[src/source/rvv_uop_pkg.sv]
package rvv_uop_pkg;

  // ***********************************************************
  // uop class, letters in the order vd, vs2, vs1
  // ***********************************************************
  typedef enum logic [2:0] {
    XXX,
    XXV,
    XVX,
    VXX,
    XVV,
    VVX,
    VVV
  } uop_class_e;

  typedef enum logic [3:0] {
    VADD,
    VSUB,
    VAND,
    VOR,
    VMACC,
    VMV
  } vop_e;

  typedef struct packed {
    uop_class_e uop_class;
    vop_e       vop;        // not decoded here
    logic [4:0] vd_index;
    logic [4:0] vs2_index;
    logic [4:0] vs1_index;
    logic [3:0] uop_id;
  } uop_t;

  // one operand: read port and whether it is read at all
  typedef struct packed {
    logic       used;
    logic [1:0] port;
  } opn_sel_t;

  typedef struct packed {
    opn_sel_t vs1;
    opn_sel_t vs2;
    opn_sel_t vd;
  } opn_plan_t;

  // returns {vd, vs2, vs1} read flags
  function automatic logic [2:0] class_reads(uop_class_e uop_class);
    case (uop_class)
      XXV:     return 3'b001;
      XVX:     return 3'b010;
      VXX:     return 3'b100;
      XVV:     return 3'b011;
      VVX:     return 3'b110;
      VVV:     return 3'b111;
      default: return 3'b000;
    endcase
  endfunction

endpackage
[src/source/rvv_uop_stage.sv]
`timescale 1ns/1ps

module rvv_uop_stage (
  input  logic                         clk,
  input  logic                         rst,
  input  logic [1:0]                   in_valid,
  input  rvv_uop_pkg::uop_t [1:0]      in_uop,
  input  rvv_uop_pkg::opn_plan_t [1:0] plan,
  input  logic                         slot1_fits,
  input  logic                         out_ready,
  output logic [1:0]                   in_ready,
  output logic                         load,
  output logic [1:0]                   out_valid,
  output rvv_uop_pkg::uop_t [1:0]      held_uop,
  output rvv_uop_pkg::opn_plan_t [1:0] held_plan
);

  logic       full;
  logic [1:0] accept;

  assign full = |out_valid;
  assign load = ~full | out_ready;   // empty, or pair leaving now

  assign in_ready[0] = load;
  assign in_ready[1] = load & slot1_fits;

  assign accept = in_valid & in_ready;

  // ***********************************************************
  // control
  // ***********************************************************
  always_ff @(posedge clk) begin
    if (rst) begin
      out_valid <= '0;
    end else if (load) begin
      out_valid <= accept;
    end
  end

  // payload, aligned with vrf read registers
  always_ff @(posedge clk) begin
    if (load) begin
      held_uop  <= in_uop;
      held_plan <= plan;
    end
  end

endmodule

[config.mk]
export PLATFORM = sky130hd
export DESIGN_NAME = rvv_uop_stage
export DESIGN_NICKNAME = d
export VERILOG_FILES = /design/src/source/rvv_uop_pkg.sv /design/src/source/rvv_uop_stage.sv
export SDC_FILE = /design/constraint.sdc
export NUM_CORES = 1
export LEC_CHECK = 0
export BUFFER_PORTS_ARGS = -buffer_cell sky130_fd_sc_hd__clkbuf_2
export CAP_MARGIN = 20
export CORE_ASPECT_RATIO = 0.5
export CORE_MARGIN = 2
export CORE_UTILIZATION = 45
export CTS_BUF_LIST = sky130_fd_sc_hd__clkbuf_8
export DETAILED_ROUTE_END_ITERATION = 12
export GPL_TIMING_DRIVEN = 0
export PLACE_DENSITY_LB_ADDON = 0.25
export SLEW_MARGIN = 20
export SYNTH_ARGS = -nofsm -noshare
export SYNTH_HDL_FRONTEND = slang
export SYNTH_SLANG_ARGS = --single-unit
[constraint.sdc]
create_clock -name clk -period 11.5 [get_ports clk]
set_input_delay 1.15 -clock clk [delete_from_list [all_inputs] [get_ports clk]]
set_output_delay 1.15 -clock clk [all_outputs]
set_load 0.02 [all_outputs]
==> impl_metrics.xml, run 1 <==
<?xml version="1.0" encoding="UTF-8"?>
<metrics>
  <group name="route">
    <metric name="via_per_inst" unit="">4.29</metric>
    <metric name="via_count" unit="">1350</metric>
    <metric name="drt_iter0_drc" unit="">54</metric>
    <metric name="routedWlPerCell" unit="µm">13.7</metric>
    <metric name="drc" unit="">0</metric>
    <metric name="drt_pass1_iterations" unit="">4</metric>
    <metric name="ant_nets" unit="">0</metric>
    <metric name="finalWirelength" unit="µm">4320</metric>
  </group>
  <group name="global_routing">
    <metric name="grt_antenna_before_repair" unit="">0</metric>
    <metric name="first_global_vias" unit="">1312</metric>
    <metric name="grt_start_max_net_pins" unit="">30</metric>
    <metric name="globalRoute.totalOverflow" unit="">0</metric>
    <metric name="grt_first_pass_wirelength" unit="µm">6180</metric>
    <metric name="grt_use_total" unit="%">16.4</metric>
  </group>
  <group name="logic_synthesis">
    <metric name="synthXorXnorAreaFrac" unit="%">0</metric>
    <metric name="syn-instance-count" unit="">82</metric>
    <metric name="synth_simple_gate_area_share" unit="%">1.48</metric>
    <metric name="yosysWarnings" unit="">0</metric>
    <metric name="synth_fp_nets" unit="">158</metric>
    <metric name="synth_compound_area_share" unit="%">0.796</metric>
    <metric name="synth_top_family_by_area" unit="">simple AND/OR/NAND/NOR gates</metric>
    <metric name="synth_commonest_cells" unit="">70 x edfxtp_1, 2 x dfxtp_1, 2 x nor2b_1</metric>
    <metric name="synth_flop_cell" unit="">edfxtp_1</metric>
    <metric name="synth_fa_ha_area_share" unit="%">0</metric>
    <metric name="synth_area_per_cell" unit="µm²">26.8</metric>
    <metric name="synth_largest_area_cell" unit="">edfxtp_1</metric>
    <metric name="synthesis.area" unit="µm²">2200</metric>
    <metric name="multiplexer_area_fraction_after_synthesis" unit="%">0</metric>
    <metric name="ys_seq_area_share" unit="%">97.4</metric>
    <metric name="synth_area_leaders" unit="">edfxtp_1 96%, dfxtp_1 1.8%, nor2b_1 0.57%</metric>
    <metric name="synth-edff-count" unit="">70</metric>
    <metric name="async_s_r_ff_share_synth" unit="%">0</metric>
    <metric name="synth_top_area_share" unit="%">95.6</metric>
    <metric name="yosysMostFrequentCell" unit="">edfxtp_1</metric>
    <metric name="number_of_distinct_standard_cells_referenced_by_the_synthesized_netlist" unit="">11</metric>
    <metric name="yosys_register_bits" unit="">72</metric>
  </group>
  <group name="clock_tree">
    <metric name="cts-buffers-inserted" unit="">9</metric>
    <metric name="cts.hold.buffers_added" unit="">0</metric>
    <metric name="clkSlewWorstSetupHoldPaths" unit="ns">0.07</metric>
    <metric name="clockRootBuffer" unit="">clkbuf_8</metric>
    <metric name="worst_skew_pair.late_latency" unit="ns">0.32</metric>
    <metric name="clock_tree.buffer_depth" unit="">2</metric>
    <metric name="htree_num_levels" unit="">3</metric>
    <metric name="postCtsResizedCells" unit="">0</metric>
    <metric name="clock_sinks" unit="">72</metric>
    <metric name="cts_post_setup_buffers_inserted" unit="">0</metric>
    <metric name="tritoncts" unit="">done</metric>
  </group>
  <group name="sta">
    <metric name="achievable-frequency" unit="MHz">307</metric>
    <metric name="setup-violations-final" unit="">0</metric>
    <metric name="slew-limit-headroom" unit="%">57.8</metric>
    <metric name="final.setup.tns" unit="ns">0</metric>
    <metric name="finalMaxSlewViolations" unit="">0</metric>
    <metric name="timing_hold_violations_final" unit="">0</metric>
    <metric name="fin_worst_hold_slack" unit="ns">0.633</metric>
    <metric name="rsz_0062_raised_after_global_routing" unit="">false</metric>
    <metric name="timing.final.crit_share" unit="%">28.3</metric>
    <metric name="min_period" unit="ns">3.25</metric>
    <metric name="worst_slew_pin_slew" unit="ns">0.631</metric>
    <metric name="post-route-worst-setup-slack" unit="ns">8.25</metric>
    <metric name="fin_skew" unit="ns">0.00644</metric>
  </group>
  <group name="critical_path">
    <metric name="worst_path_cell_chain" unit="">clkbuf_2 &gt; o21bai_4 &gt; buf_16 &gt; buf_4 &gt; clkbuf_2</metric>
    <metric name="critPathMaxFanout" unit="">29</metric>
    <metric name="critical_path.max_stage_delay" unit="ns">0.31</metric>
    <metric name="critPathTopFamily" unit="">buffers and inverters</metric>
    <metric name="worst_setup_path_start_kind" unit="">input pin</metric>
    <metric name="critical_path_required" unit="ns">10.35</metric>
    <metric name="worst-path-buf-inv" unit="">4</metric>
    <metric name="worst_path_most_repeated_cell" unit="">clkbuf_2</metric>
    <metric name="critPathSlowestCell" unit="">o21bai_4</metric>
    <metric name="cp_data_arrival_time" unit="ns">2.10</metric>
    <metric name="worst_path_class_setup" unit="">in -&gt; out</metric>
    <metric name="crit_path_end_kind" unit="">output port</metric>
  </group>
  <group name="finish">
    <metric name="fin_area" unit="µm²">3280</metric>
    <metric name="synthToLayoutAreaGrowth" unit="%">48.9</metric>
    <metric name="antenna-diode-count" unit="">0</metric>
    <metric name="layout-drive-gt1-share" unit="%">67.1</metric>
    <metric name="finalNetCount" unit="">321</metric>
  </group>
  <group name="power_and_ir_drop">
    <metric name="netSwitchingFraction" unit="%">23.1</metric>
    <metric name="internal-power" unit="mW">0.433</metric>
    <metric name="power_density" unit="nW/µm²">172</metric>
    <metric name="finalPower" unit="mW">0.563</metric>
    <metric name="power_frac_clock" unit="%">31.5</metric>
    <metric name="total_switching_power" unit="mW">0.130</metric>
    <metric name="power_leakage" unit="nW">1.51</metric>
    <metric name="share_seq_of_total_power" unit="%">56.2</metric>
    <metric name="combPwrFrac" unit="%">12.3</metric>
    <metric name="ir_drop_worst_vdd" unit="mV">0.0876</metric>
  </group>
  <group name="floorplan">
    <metric name="design.core.area" unit="µm²">4550</metric>
    <metric name="dieArea" unit="µm²">5500</metric>
    <metric name="design.portCount" unit="">151</metric>
    <metric name="die_h" unit="µm">53.4</metric>
    <metric name="die-width" unit="µm">103</metric>
    <metric name="row_count" unit="">17</metric>
    <metric name="starting_density_of_the_core" unit="%">48.3</metric>
  </group>
  <group name="status">
    <metric name="outcome" unit="">complete, no violations</metric>
  </group>
  <group name="run">
    <metric name="drv.max_cap_violation_count" unit="">0</metric>
  </group>
  <group name="placed_design">
    <metric name="dp_slack" unit="ns">8.23</metric>
    <metric name="port-buffer-count" unit="">150</metric>
    <metric name="placement.cell_area" unit="µm²">3100</metric>
    <metric name="final_weighted_congestion_in_routability_driven_placement" unit="">0.635</metric>
    <metric name="dpl.hpwl" unit="µm">3370</metric>
  </group>
  <group name="min_path">
    <metric name="hp-class" unit="">reg -&gt; reg</metric>
  </group>
</metrics>
path summary, 6_finish.rpt:
path	end	start	slack [ns]	depth (start not counted)
setup reg to reg	held_plan[6]	out_valid[1]	10.03	2
hold reg to reg	out_valid[0]	out_valid[1]	0.63	3
hold / removal	out_valid[0]	out_valid[1]	0.63	3
setup / recovery	in_ready[0]	out_ready	8.25	5
cells in the final DEF, fill, tap and decap left out:
cell type,count
clkbuf_2,150
edfxtp_1,70
clkbuf_8,9
clkinv_2,3
nor2b_1,2
buf_16,2
dfxtp_1,2
o21bai_4,1
and2_1,1
nand2b_1,1
a21oi_1,1
nor2_1,1
nand2_1,1
o21ai_1,1
buf_4,1
inv_1,1
bufinv_16,1
clkinv_1,1
worst register-to-register path: cells and delay by family (launching register included):
family          cells  cell delay, ns
compound gates      1            0.54
flops               1            0.35
buf+inv             1            0.27
per-stage QoR:
stage | std cells | util, %
final | 315 | 72.0
after global routing | 315 | 72.0
after CTS | 315 | 72.0
after detailed placement | 300 | 68.1
after global placement | 298 | 66.6
after floorplan | 82 | -
layout make-up:
cell class	instances	area, µm²
Sequential cell	72	2140
Clock buffer	9	124
Buffer	1	7.51
Clock inverter	6	52.6
Tap cell	66	82.6
Timing Repair Buffer	152	806
Fill cell	328	1280
Multi-Input combinational cell	9	61.3
logic make-up (layout without fill, tap and decap cells):
family                 after synthesis  in the layout
AO/OA/AOI/OAI                        3              3
buffers and inverters                1            168
flip-flops                          72             72
AND/OR/NAND/NOR                      6              6
per-layer routing:
layer | wire, µm | track usage, % | share of wire, %
met4 | 70 | 8.55 | 1.6
met5 | 0 | 0 | 0
met3 | 361 | 6.61 | 8.4
met2 | 2330 | 28.8 | 54
met1 | 1560 | 17.4 | 36
flip-flops by register name, indices dropped and copies added, names as in the netlist:
name,count
held_plan,18
held_uop,52
out_valid,2
power groups by stage:
stage                     Sequential (mW)  Combinational [mW]  Clock (mW)
after floorplan                     0.351             0.00710           0
after global placement              0.324              0.0658           0
after CTS                           0.317              0.0704       0.182
after global routing                0.319              0.0742       0.193
final                               0.317              0.0692       0.177
after detailed placement            0.323              0.0703           0
Power figures use the tool's default switching activity.
==> run 2: changes to the inputs <==
--- a/config.mk
+++ b/config.mk
@@ -9,7 +9,7 @@
 export CAP_MARGIN = 20
 export CORE_ASPECT_RATIO = 0.5
 export CORE_MARGIN = 2
-export CORE_UTILIZATION = 45
+export CORE_UTILIZATION = 38
 export CTS_BUF_LIST = sky130_fd_sc_hd__clkbuf_8
 export DETAILED_ROUTE_END_ITERATION = 12
 export GPL_TIMING_DRIVEN = 0
==> constraint.sdc (replaced) <==
create_clock -name clk -period 2.6 [get_ports clk]
set_input_delay 0.26 -clock clk [delete_from_list [all_inputs] [get_ports clk]]
set_output_delay 0.26 -clock clk [all_outputs]
set_load 0.02 [all_outputs]
==> impl_metrics.xml, run 2 (synthesis results as in run 1) <==
<?xml version="1.0" encoding="UTF-8"?>
<metrics>
  <group name="sta">
    <metric name="min_period" unit="ns">1.84</metric>
    <metric name="timing.final.crit_share" unit="%">70.9</metric>
    <metric name="fin_worst_hold_slack" unit="ns">0.110</metric>
    <metric name="rsz_0062_raised_after_global_routing" unit="">false</metric>
    <metric name="fin_skew" unit="ns">0.00426</metric>
    <metric name="achievable-frequency" unit="MHz">542</metric>
    <metric name="finalMaxSlewViolations" unit="">0</metric>
    <metric name="timing_hold_violations_final" unit="">0</metric>
    <metric name="slew-limit-headroom" unit="%">70.6</metric>
    <metric name="worst_slew_pin_slew" unit="ns">0.440</metric>
    <metric name="final.setup.tns" unit="ns">0</metric>
    <metric name="setup-violations-final" unit="">0</metric>
  </group>
  <group name="finish">
    <metric name="finalNetCount" unit="">322</metric>
    <metric name="final_common_cell" unit="">clkbuf_2</metric>
    <metric name="synthToLayoutAreaGrowth" unit="%">49.6</metric>
    <metric name="layout_common_cells" unit="">150 x clkbuf_2, 70 x edfxtp_1, 9 x clkbuf_8</metric>
    <metric name="reg_top3" unit="">held_uop: 52 flops, held_plan: 18 flops, out_valid: 2 flops</metric>
    <metric name="finalCoreUtilization" unit="%">59.4</metric>
    <metric name="largest_reg_flops" unit="">52</metric>
    <metric name="top_register" unit="">held_uop</metric>
    <metric name="layout-drive-gt1-share" unit="%">66.9</metric>
    <metric name="fin_area" unit="µm²">3290</metric>
    <metric name="antenna-diode-count" unit="">0</metric>
  </group>
  <group name="route">
    <metric name="routed-wl-met3" unit="µm">235</metric>
    <metric name="finalWirelength" unit="µm">4580</metric>
    <metric name="via_per_inst" unit="">4.17</metric>
    <metric name="routedWlPerCell" unit="µm">14.1</metric>
    <metric name="drt_iter0_drc" unit="">52</metric>
    <metric name="met2_length" unit="µm">2570</metric>
    <metric name="ant_nets" unit="">0</metric>
    <metric name="via_count" unit="">1350</metric>
    <metric name="wl_met1" unit="µm">1720</metric>
    <metric name="drc" unit="">0</metric>
    <metric name="maxUsedRoutingLayer" unit="">met4</metric>
    <metric name="drt_pass1_iterations" unit="">4</metric>
  </group>
  <group name="clock_tree">
    <metric name="htree_num_levels" unit="">3</metric>
    <metric name="tritoncts" unit="">done</metric>
    <metric name="cts.hold.buffers_added" unit="">0</metric>
    <metric name="clockRootBuffer" unit="">clkbuf_8</metric>
    <metric name="clock_sinks" unit="">72</metric>
    <metric name="clkSlewWorstSetupHoldPaths" unit="ns">0.06</metric>
    <metric name="worst_skew_pair.late_latency" unit="ns">0.32</metric>
    <metric name="cts_post_setup_buffers_inserted" unit="">0</metric>
    <metric name="postCtsResizedCells" unit="">0</metric>
    <metric name="clock_tree.buffer_depth" unit="">2</metric>
    <metric name="cts-buffers-inserted" unit="">9</metric>
  </group>
  <group name="global_routing">
    <metric name="grt_start_max_net_pins" unit="">25</metric>
    <metric name="grt_first_pass_wirelength" unit="µm">6910</metric>
    <metric name="grt_use_total" unit="%">14.6</metric>
    <metric name="globalRoute.totalOverflow" unit="">0</metric>
    <metric name="grt_antenna_before_repair" unit="">0</metric>
    <metric name="first_global_vias" unit="">1402</metric>
  </group>
  <group name="placed_design">
    <metric name="port-buffer-count" unit="">150</metric>
    <metric name="dpl.hpwl" unit="µm">3620</metric>
    <metric name="final_weighted_congestion_in_routability_driven_placement" unit="">0.743</metric>
    <metric name="placement.cell_area" unit="µm²">3140</metric>
  </group>
  <group name="floorplan">
    <metric name="starting_density_of_the_core" unit="%">39.7</metric>
    <metric name="die-width" unit="µm">112</metric>
    <metric name="dieArea" unit="µm²">6450</metric>
    <metric name="row_count" unit="">19</metric>
    <metric name="design.core.area" unit="µm²">5540</metric>
    <metric name="design.portCount" unit="">151</metric>
    <metric name="die_h" unit="µm">57.8</metric>
  </group>
  <group name="power_and_ir_drop">
    <metric name="ir_drop_worst_vdd" unit="mV">0.332</metric>
    <metric name="finalPower" unit="mW">2.40</metric>
    <metric name="power_leakage" unit="nW">1.52</metric>
    <metric name="power_density" unit="nW/µm²">730</metric>
  </group>
  <group name="critical_path">
    <metric name="cp_data_arrival_time" unit="ns">1.58</metric>
    <metric name="worst_path_cell_chain" unit="">o21bai_4 &gt; buf_16 &gt; buf_4 &gt; clkbuf_2</metric>
    <metric name="crit_path_end_kind" unit="">output port</metric>
    <metric name="critPathSlowestCell" unit="">o21bai_4</metric>
    <metric name="worst-path-buf-inv" unit="">3</metric>
    <metric name="critical_path.max_stage_delay" unit="ns">0.41</metric>
    <metric name="critical_path_required" unit="ns">2.34</metric>
    <metric name="worst_setup_path_start_kind" unit="">register</metric>
    <metric name="worst_path_class_setup" unit="">reg -&gt; out</metric>
    <metric name="critPathTopFamily" unit="">buffers and inverters</metric>
    <metric name="critPathMaxFanout" unit="">21</metric>
  </group>
  <group name="run">
    <metric name="drv.max_cap_violation_count" unit="">0</metric>
  </group>
  <group name="min_path">
    <metric name="hp-class" unit="">in -&gt; reg</metric>
  </group>
  <group name="status">
    <metric name="outcome" unit="">complete, no violations</metric>
  </group>
</metrics>
==> run 2: final cells by class <==
| type | count | area (µm²) |
|---|---|---|
| clock buffer | 9 | 124 |
| tap | 73 | 91.3 |
| timing repair buffer | 153 | 833 |
| sequential | 72 | 2140 |
| multi-input combinational | 9 | 61.3 |
| clock inverter | 7 | 31.3 |
| fill | 447 | 2250 |
| buffer | 1 | 7.51 |
==> run 2: where the power goes <==
part / switching, mW / internal [mW]
Clock: 0.357 / 0.329
Combinational: 0.196 / 0.118
Sequential: 0.0254 / 1.38
==> run 2: path summary, 6_finish.rpt <==
| path | from | endpoint | slack, ns | cells past startpoint |
|---|---|---|---|---|
| worst max register to register | out_valid[1] | held_uop[43] | 1.13 | 3 |
| worst max-delay path | out_valid[1] | in_ready[0] | 0.76 | 4 |
| worst min-delay path | rst | out_valid[0] | 0.11 | 2 |
| worst min register to register | out_valid[1] | out_valid[0] | 0.62 | 3 |
==> run 2: per-stage QoR <==
| step | setup WS (ns) | cells |
|---|---|---|
| 6_report | 0.756 | 324 |
| 5_1_grt | 0.648 | 324 |
| 4_1_cts | 0.720 | 324 |
| 3_5_place_dp | 1.07 | 308 |
| 3_3_place_gp | 0.109 | 305 |
| 2_1_floorplan | 0.330 | 82 |
==> run 2: routing by layer <==
metal | global-route usage [%] | vias up
li1 | - | 654
met1 | 16.2 | 641
met2 | 26.4 | 49
met3 | 5.65 | 6
met4 | 5.29 | 0
met5 | 0 | -
==> run 3: changes to the inputs <==
--- a/config.mk
+++ b/config.mk
@@ -5,11 +5,12 @@
 export SDC_FILE = /design/constraint.sdc
 export NUM_CORES = 1
 export LEC_CHECK = 0
+export ABC_AREA = 1
 export BUFFER_PORTS_ARGS = -buffer_cell sky130_fd_sc_hd__clkbuf_2
 export CAP_MARGIN = 20
 export CORE_ASPECT_RATIO = 0.5
 export CORE_MARGIN = 2
-export CORE_UTILIZATION = 38
+export CORE_UTILIZATION = 42
 export CTS_BUF_LIST = sky130_fd_sc_hd__clkbuf_8
 export DETAILED_ROUTE_END_ITERATION = 12
 export GPL_TIMING_DRIVEN = 0
==> constraint.sdc (replaced) <==
create_clock -name clk -period 1.8 [get_ports clk]
set_input_delay 0.18 -clock clk [delete_from_list [all_inputs] [get_ports clk]]
set_output_delay 0.18 -clock clk [all_outputs]
set_load 0.02 [all_outputs]
==> impl_metrics.xml, run 3 <==
<?xml version="1.0" encoding="UTF-8"?>
<metrics>
  <group name="finish">
    <metric name="antenna-diode-count" unit="">0</metric>
    <metric name="finalNetCount" unit="">332</metric>
    <metric name="top_register" unit="">held_uop</metric>
    <metric name="final.fill_count" unit="">380</metric>
    <metric name="final_common_cell" unit="">clkbuf_2</metric>
    <metric name="fin_area" unit="µm²">3410</metric>
    <metric name="multi_input_comb_area" unit="µm²">41.3</metric>
    <metric name="layout_common_cells" unit="">150 x clkbuf_2, 70 x edfxtp_1, 9 x clkbuf_8</metric>
    <metric name="post_layout_nonfiller_instances" unit="">331</metric>
    <metric name="seq_area" unit="µm²">2150</metric>
    <metric name="synthToLayoutAreaGrowth" unit="%">54.7</metric>
    <metric name="largest_reg_flops" unit="">52</metric>
    <metric name="reg_top3" unit="">held_uop: 52 flops, held_plan: 18 flops, out_valid: 2 flops</metric>
    <metric name="layout-drive-gt1-share" unit="%">67.0</metric>
  </group>
  <group name="route">
    <metric name="finalWirelength" unit="µm">4590</metric>
    <metric name="via_per_inst" unit="">4.23</metric>
    <metric name="routedWlPerCell" unit="µm">13.9</metric>
    <metric name="drt_pass1_iterations" unit="">4</metric>
    <metric name="drt_iter0_drc" unit="">60</metric>
    <metric name="drc" unit="">0</metric>
    <metric name="via_count" unit="">1401</metric>
    <metric name="ant_nets" unit="">0</metric>
  </group>
  <group name="clock_tree">
    <metric name="postCtsResizedCells" unit="">0</metric>
    <metric name="clockRootBuffer" unit="">clkbuf_8</metric>
    <metric name="cts-buffers-inserted" unit="">9</metric>
    <metric name="worst_skew_pair.late_latency" unit="ns">0.33</metric>
    <metric name="tritoncts" unit="">done</metric>
    <metric name="clock_tree.buffer_depth" unit="">2</metric>
    <metric name="htree_num_levels" unit="">3</metric>
    <metric name="clkSlewWorstSetupHoldPaths" unit="ns">0.07</metric>
    <metric name="clock_sinks" unit="">72</metric>
  </group>
  <group name="sta">
    <metric name="timing.final.crit_share" unit="%">87.7</metric>
    <metric name="post-route-worst-setup-slack" unit="ns">0.222</metric>
    <metric name="worst_slew_pin_slew" unit="ns">0.546</metric>
    <metric name="min_period" unit="ns">1.58</metric>
    <metric name="fin_skew" unit="ns">0.00626</metric>
    <metric name="achievable-frequency" unit="MHz">634</metric>
    <metric name="finalMaxSlewViolations" unit="">0</metric>
    <metric name="slew-limit-headroom" unit="%">63.4</metric>
    <metric name="final.setup.tns" unit="ns">0</metric>
    <metric name="rsz_0062_raised_after_global_routing" unit="">false</metric>
    <metric name="setup-violations-final" unit="">0</metric>
    <metric name="timing_hold_violations_final" unit="">0</metric>
  </group>
  <group name="global_routing">
    <metric name="grt_antenna_before_repair" unit="">0</metric>
    <metric name="grt_use_total" unit="%">16.0</metric>
    <metric name="globalRoute.totalOverflow" unit="">0</metric>
    <metric name="first_global_vias" unit="">1385</metric>
    <metric name="grt_start_max_net_pins" unit="">28</metric>
    <metric name="grt_first_pass_wirelength" unit="µm">6840</metric>
  </group>
  <group name="logic_synthesis">
    <metric name="synth_top_area_share" unit="%">95.3</metric>
    <metric name="ys_seq_area_share" unit="%">97.2</metric>
    <metric name="synth_simple_gate_area_share" unit="%">1.14</metric>
    <metric name="multiplexer_area_fraction_after_synthesis" unit="%">0</metric>
    <metric name="synth_area_leaders" unit="">edfxtp_1 95%, dfxtp_1 1.8%, inv_1 0.85%</metric>
    <metric name="synth_commonest_cells" unit="">70 x edfxtp_1, 5 x inv_1, 3 x nor2_1</metric>
    <metric name="synth-edff-count" unit="">70</metric>
    <metric name="yosys_register_bits" unit="">72</metric>
    <metric name="syn-instance-count" unit="">86</metric>
    <metric name="synth_area_per_cell" unit="µm²">25.6</metric>
    <metric name="async_s_r_ff_share_synth" unit="%">0</metric>
    <metric name="synth_compound_area_share" unit="%">0.511</metric>
    <metric name="synth_flop_cell" unit="">edfxtp_1</metric>
    <metric name="synth_largest_area_cell" unit="">edfxtp_1</metric>
    <metric name="synth_fa_ha_area_share" unit="%">0</metric>
    <metric name="yosysWarnings" unit="">0</metric>
    <metric name="number_of_distinct_standard_cells_referenced_by_the_synthesized_netlist" unit="">9</metric>
    <metric name="synthXorXnorAreaFrac" unit="%">0</metric>
    <metric name="synth_fp_nets" unit="">162</metric>
    <metric name="synth_top_family_by_area" unit="">buffers and inverters</metric>
    <metric name="yosysMostFrequentCell" unit="">edfxtp_1</metric>
    <metric name="synthesis.area" unit="µm²">2200</metric>
  </group>
  <group name="floorplan">
    <metric name="row_count" unit="">18</metric>
    <metric name="die-width" unit="µm">106</metric>
    <metric name="dieArea" unit="µm²">5880</metric>
    <metric name="starting_density_of_the_core" unit="%">44.1</metric>
    <metric name="design.portCount" unit="">151</metric>
    <metric name="die_h" unit="µm">55.2</metric>
    <metric name="design.core.area" unit="µm²">5000</metric>
  </group>
  <group name="power_and_ir_drop">
    <metric name="power_density" unit="nW/µm²">1160</metric>
    <metric name="ir_drop_worst_vdd" unit="mV">0.554</metric>
    <metric name="finalPower" unit="mW">3.96</metric>
    <metric name="power_leakage" unit="nW">1.57</metric>
  </group>
  <group name="min_path">
    <metric name="worstHoldEndpoint" unit="">held_plan[9]</metric>
    <metric name="launch_point_of_the_worst_hold_path" unit="">plan[9]</metric>
    <metric name="hold_path_depth" unit="">1</metric>
    <metric name="hp-class" unit="">in -&gt; reg</metric>
  </group>
  <group name="critical_path">
    <metric name="reg2reg_slack" unit="ns">0.22</metric>
    <metric name="reg2reg_from" unit="">out_valid[1]</metric>
    <metric name="critPathMaxFanout" unit="">3</metric>
    <metric name="rr_worst_depth" unit="">5</metric>
    <metric name="critical_path_required" unit="ns">1.62</metric>
    <metric name="worstReg2RegEnd" unit="">held_uop[11]</metric>
    <metric name="worst_setup_path_start_kind" unit="">register</metric>
    <metric name="worst_path_class_setup" unit="">reg -&gt; out</metric>
    <metric name="crit_path_end_kind" unit="">output port</metric>
    <metric name="cp_data_arrival_time" unit="ns">1.40</metric>
  </group>
  <group name="placed_design">
    <metric name="dp_slack" unit="ns">0.00201</metric>
    <metric name="final_weighted_congestion_in_routability_driven_placement" unit="">0.732</metric>
    <metric name="dpl.hpwl" unit="µm">3410</metric>
    <metric name="port-buffer-count" unit="">150</metric>
    <metric name="dp.cells" unit="">308</metric>
    <metric name="placement.cell_area" unit="µm²">3110</metric>
  </group>
  <group name="run">
    <metric name="drv.max_cap_violation_count" unit="">0</metric>
  </group>
  <group name="status">
    <metric name="outcome" unit="">complete, no violations</metric>
  </group>
</metrics>
==> run 3: cell types whose count changed after synthesis, sizes merged <==
cell    delta
nor2b      -2
inv        +5
a31oi      +1
o21ai      -1
and2       -1
o21bai     -1
nand2      +2
nand2b     -1
nor2       +2
==> run 3: worst max-delay path by stage <==
stage          slack (ns)          from             to  cells past startpoint
6_report             0.22  out_valid[1]    in_ready[0]                      7
5_1_grt              0.08  out_valid[1]    in_ready[0]                      7
4_1_cts              0.18  out_valid[1]    in_ready[0]                      7
3_5_place_dp        0.002  out_valid[1]  held_plan[14]                      6
3_3_place_gp        -0.70  out_valid[1]    in_ready[0]                      7
2_1_floorplan       -0.39  out_valid[1]    in_ready[0]                      6
==> run 3: worst max-delay path, cell delays in order, from the launching register on <==
cell and delay [ns]:
dfxtp_4 0.35, inv_2 0.03, nor2_2 0.11, inv_1 0.07, nand2_2 0.12, clkinvlp_4 0.13
buf_6 0.12, clkbuf_2 0.14
==> run 3: through the flow <==
stage	hold slack [ns]	util [%]
2_1_floorplan	0.243	-
3_3_place_gp	0.350	61.2
3_5_place_dp	0.359	62.3
4_1_cts	0.00253	67.4
5_1_grt	0.00114	68.2
6_report	0.0207	68.2
==> run 3: area by class of cell <==
| class | instances | area share [%] |
|---|---|---|
| Timing Repair inverter | 1 | 0.147 |
| Buffer | 1 | 0.330 |
| Tap cell | 70 | 2.57 |
| Clock buffer | 9 | 3.63 |
| Clock inverter | 7 | 3.23 |
| Sequential cell | 72 | 62.9 |
| Inverter | 5 | 0.660 |
| Timing Repair Buffer | 158 | 25.3 |
| Multi-Input combinational cell | 8 | 1.21 |
==> run 3: where the power goes <==
part	internal [mW]	switching [mW]
combinational	0.176	0.301
clock	0.908	0.541
sequential	2.00	0.0377
==> run 3: cells by family (layout without fill, tap and decap cells) <==
family	after synthesis	in the layout
AOI/OAI and AO/OA	2	2
and+or+nand+nor	6	6
DFF	72	72
buffers and inverters	6	181
==> run 3: timing repair <==
| action | CTS | global route |
|---|---|---|
| buffers inserted | 1 | 0 |
| endpoints found under the setup margin | 38 | 0 |
| hold endpoints to repair | 1 | 4 |
| hold buffers | 1 | 4 |
==> run 3: layer usage <==
layer  global-route usage (%)  share of wire (%)
met5                        0                  0
met4                     6.68               0.63
met3                     5.90                7.9
met2                     27.3                 53
met1                     18.5                 38
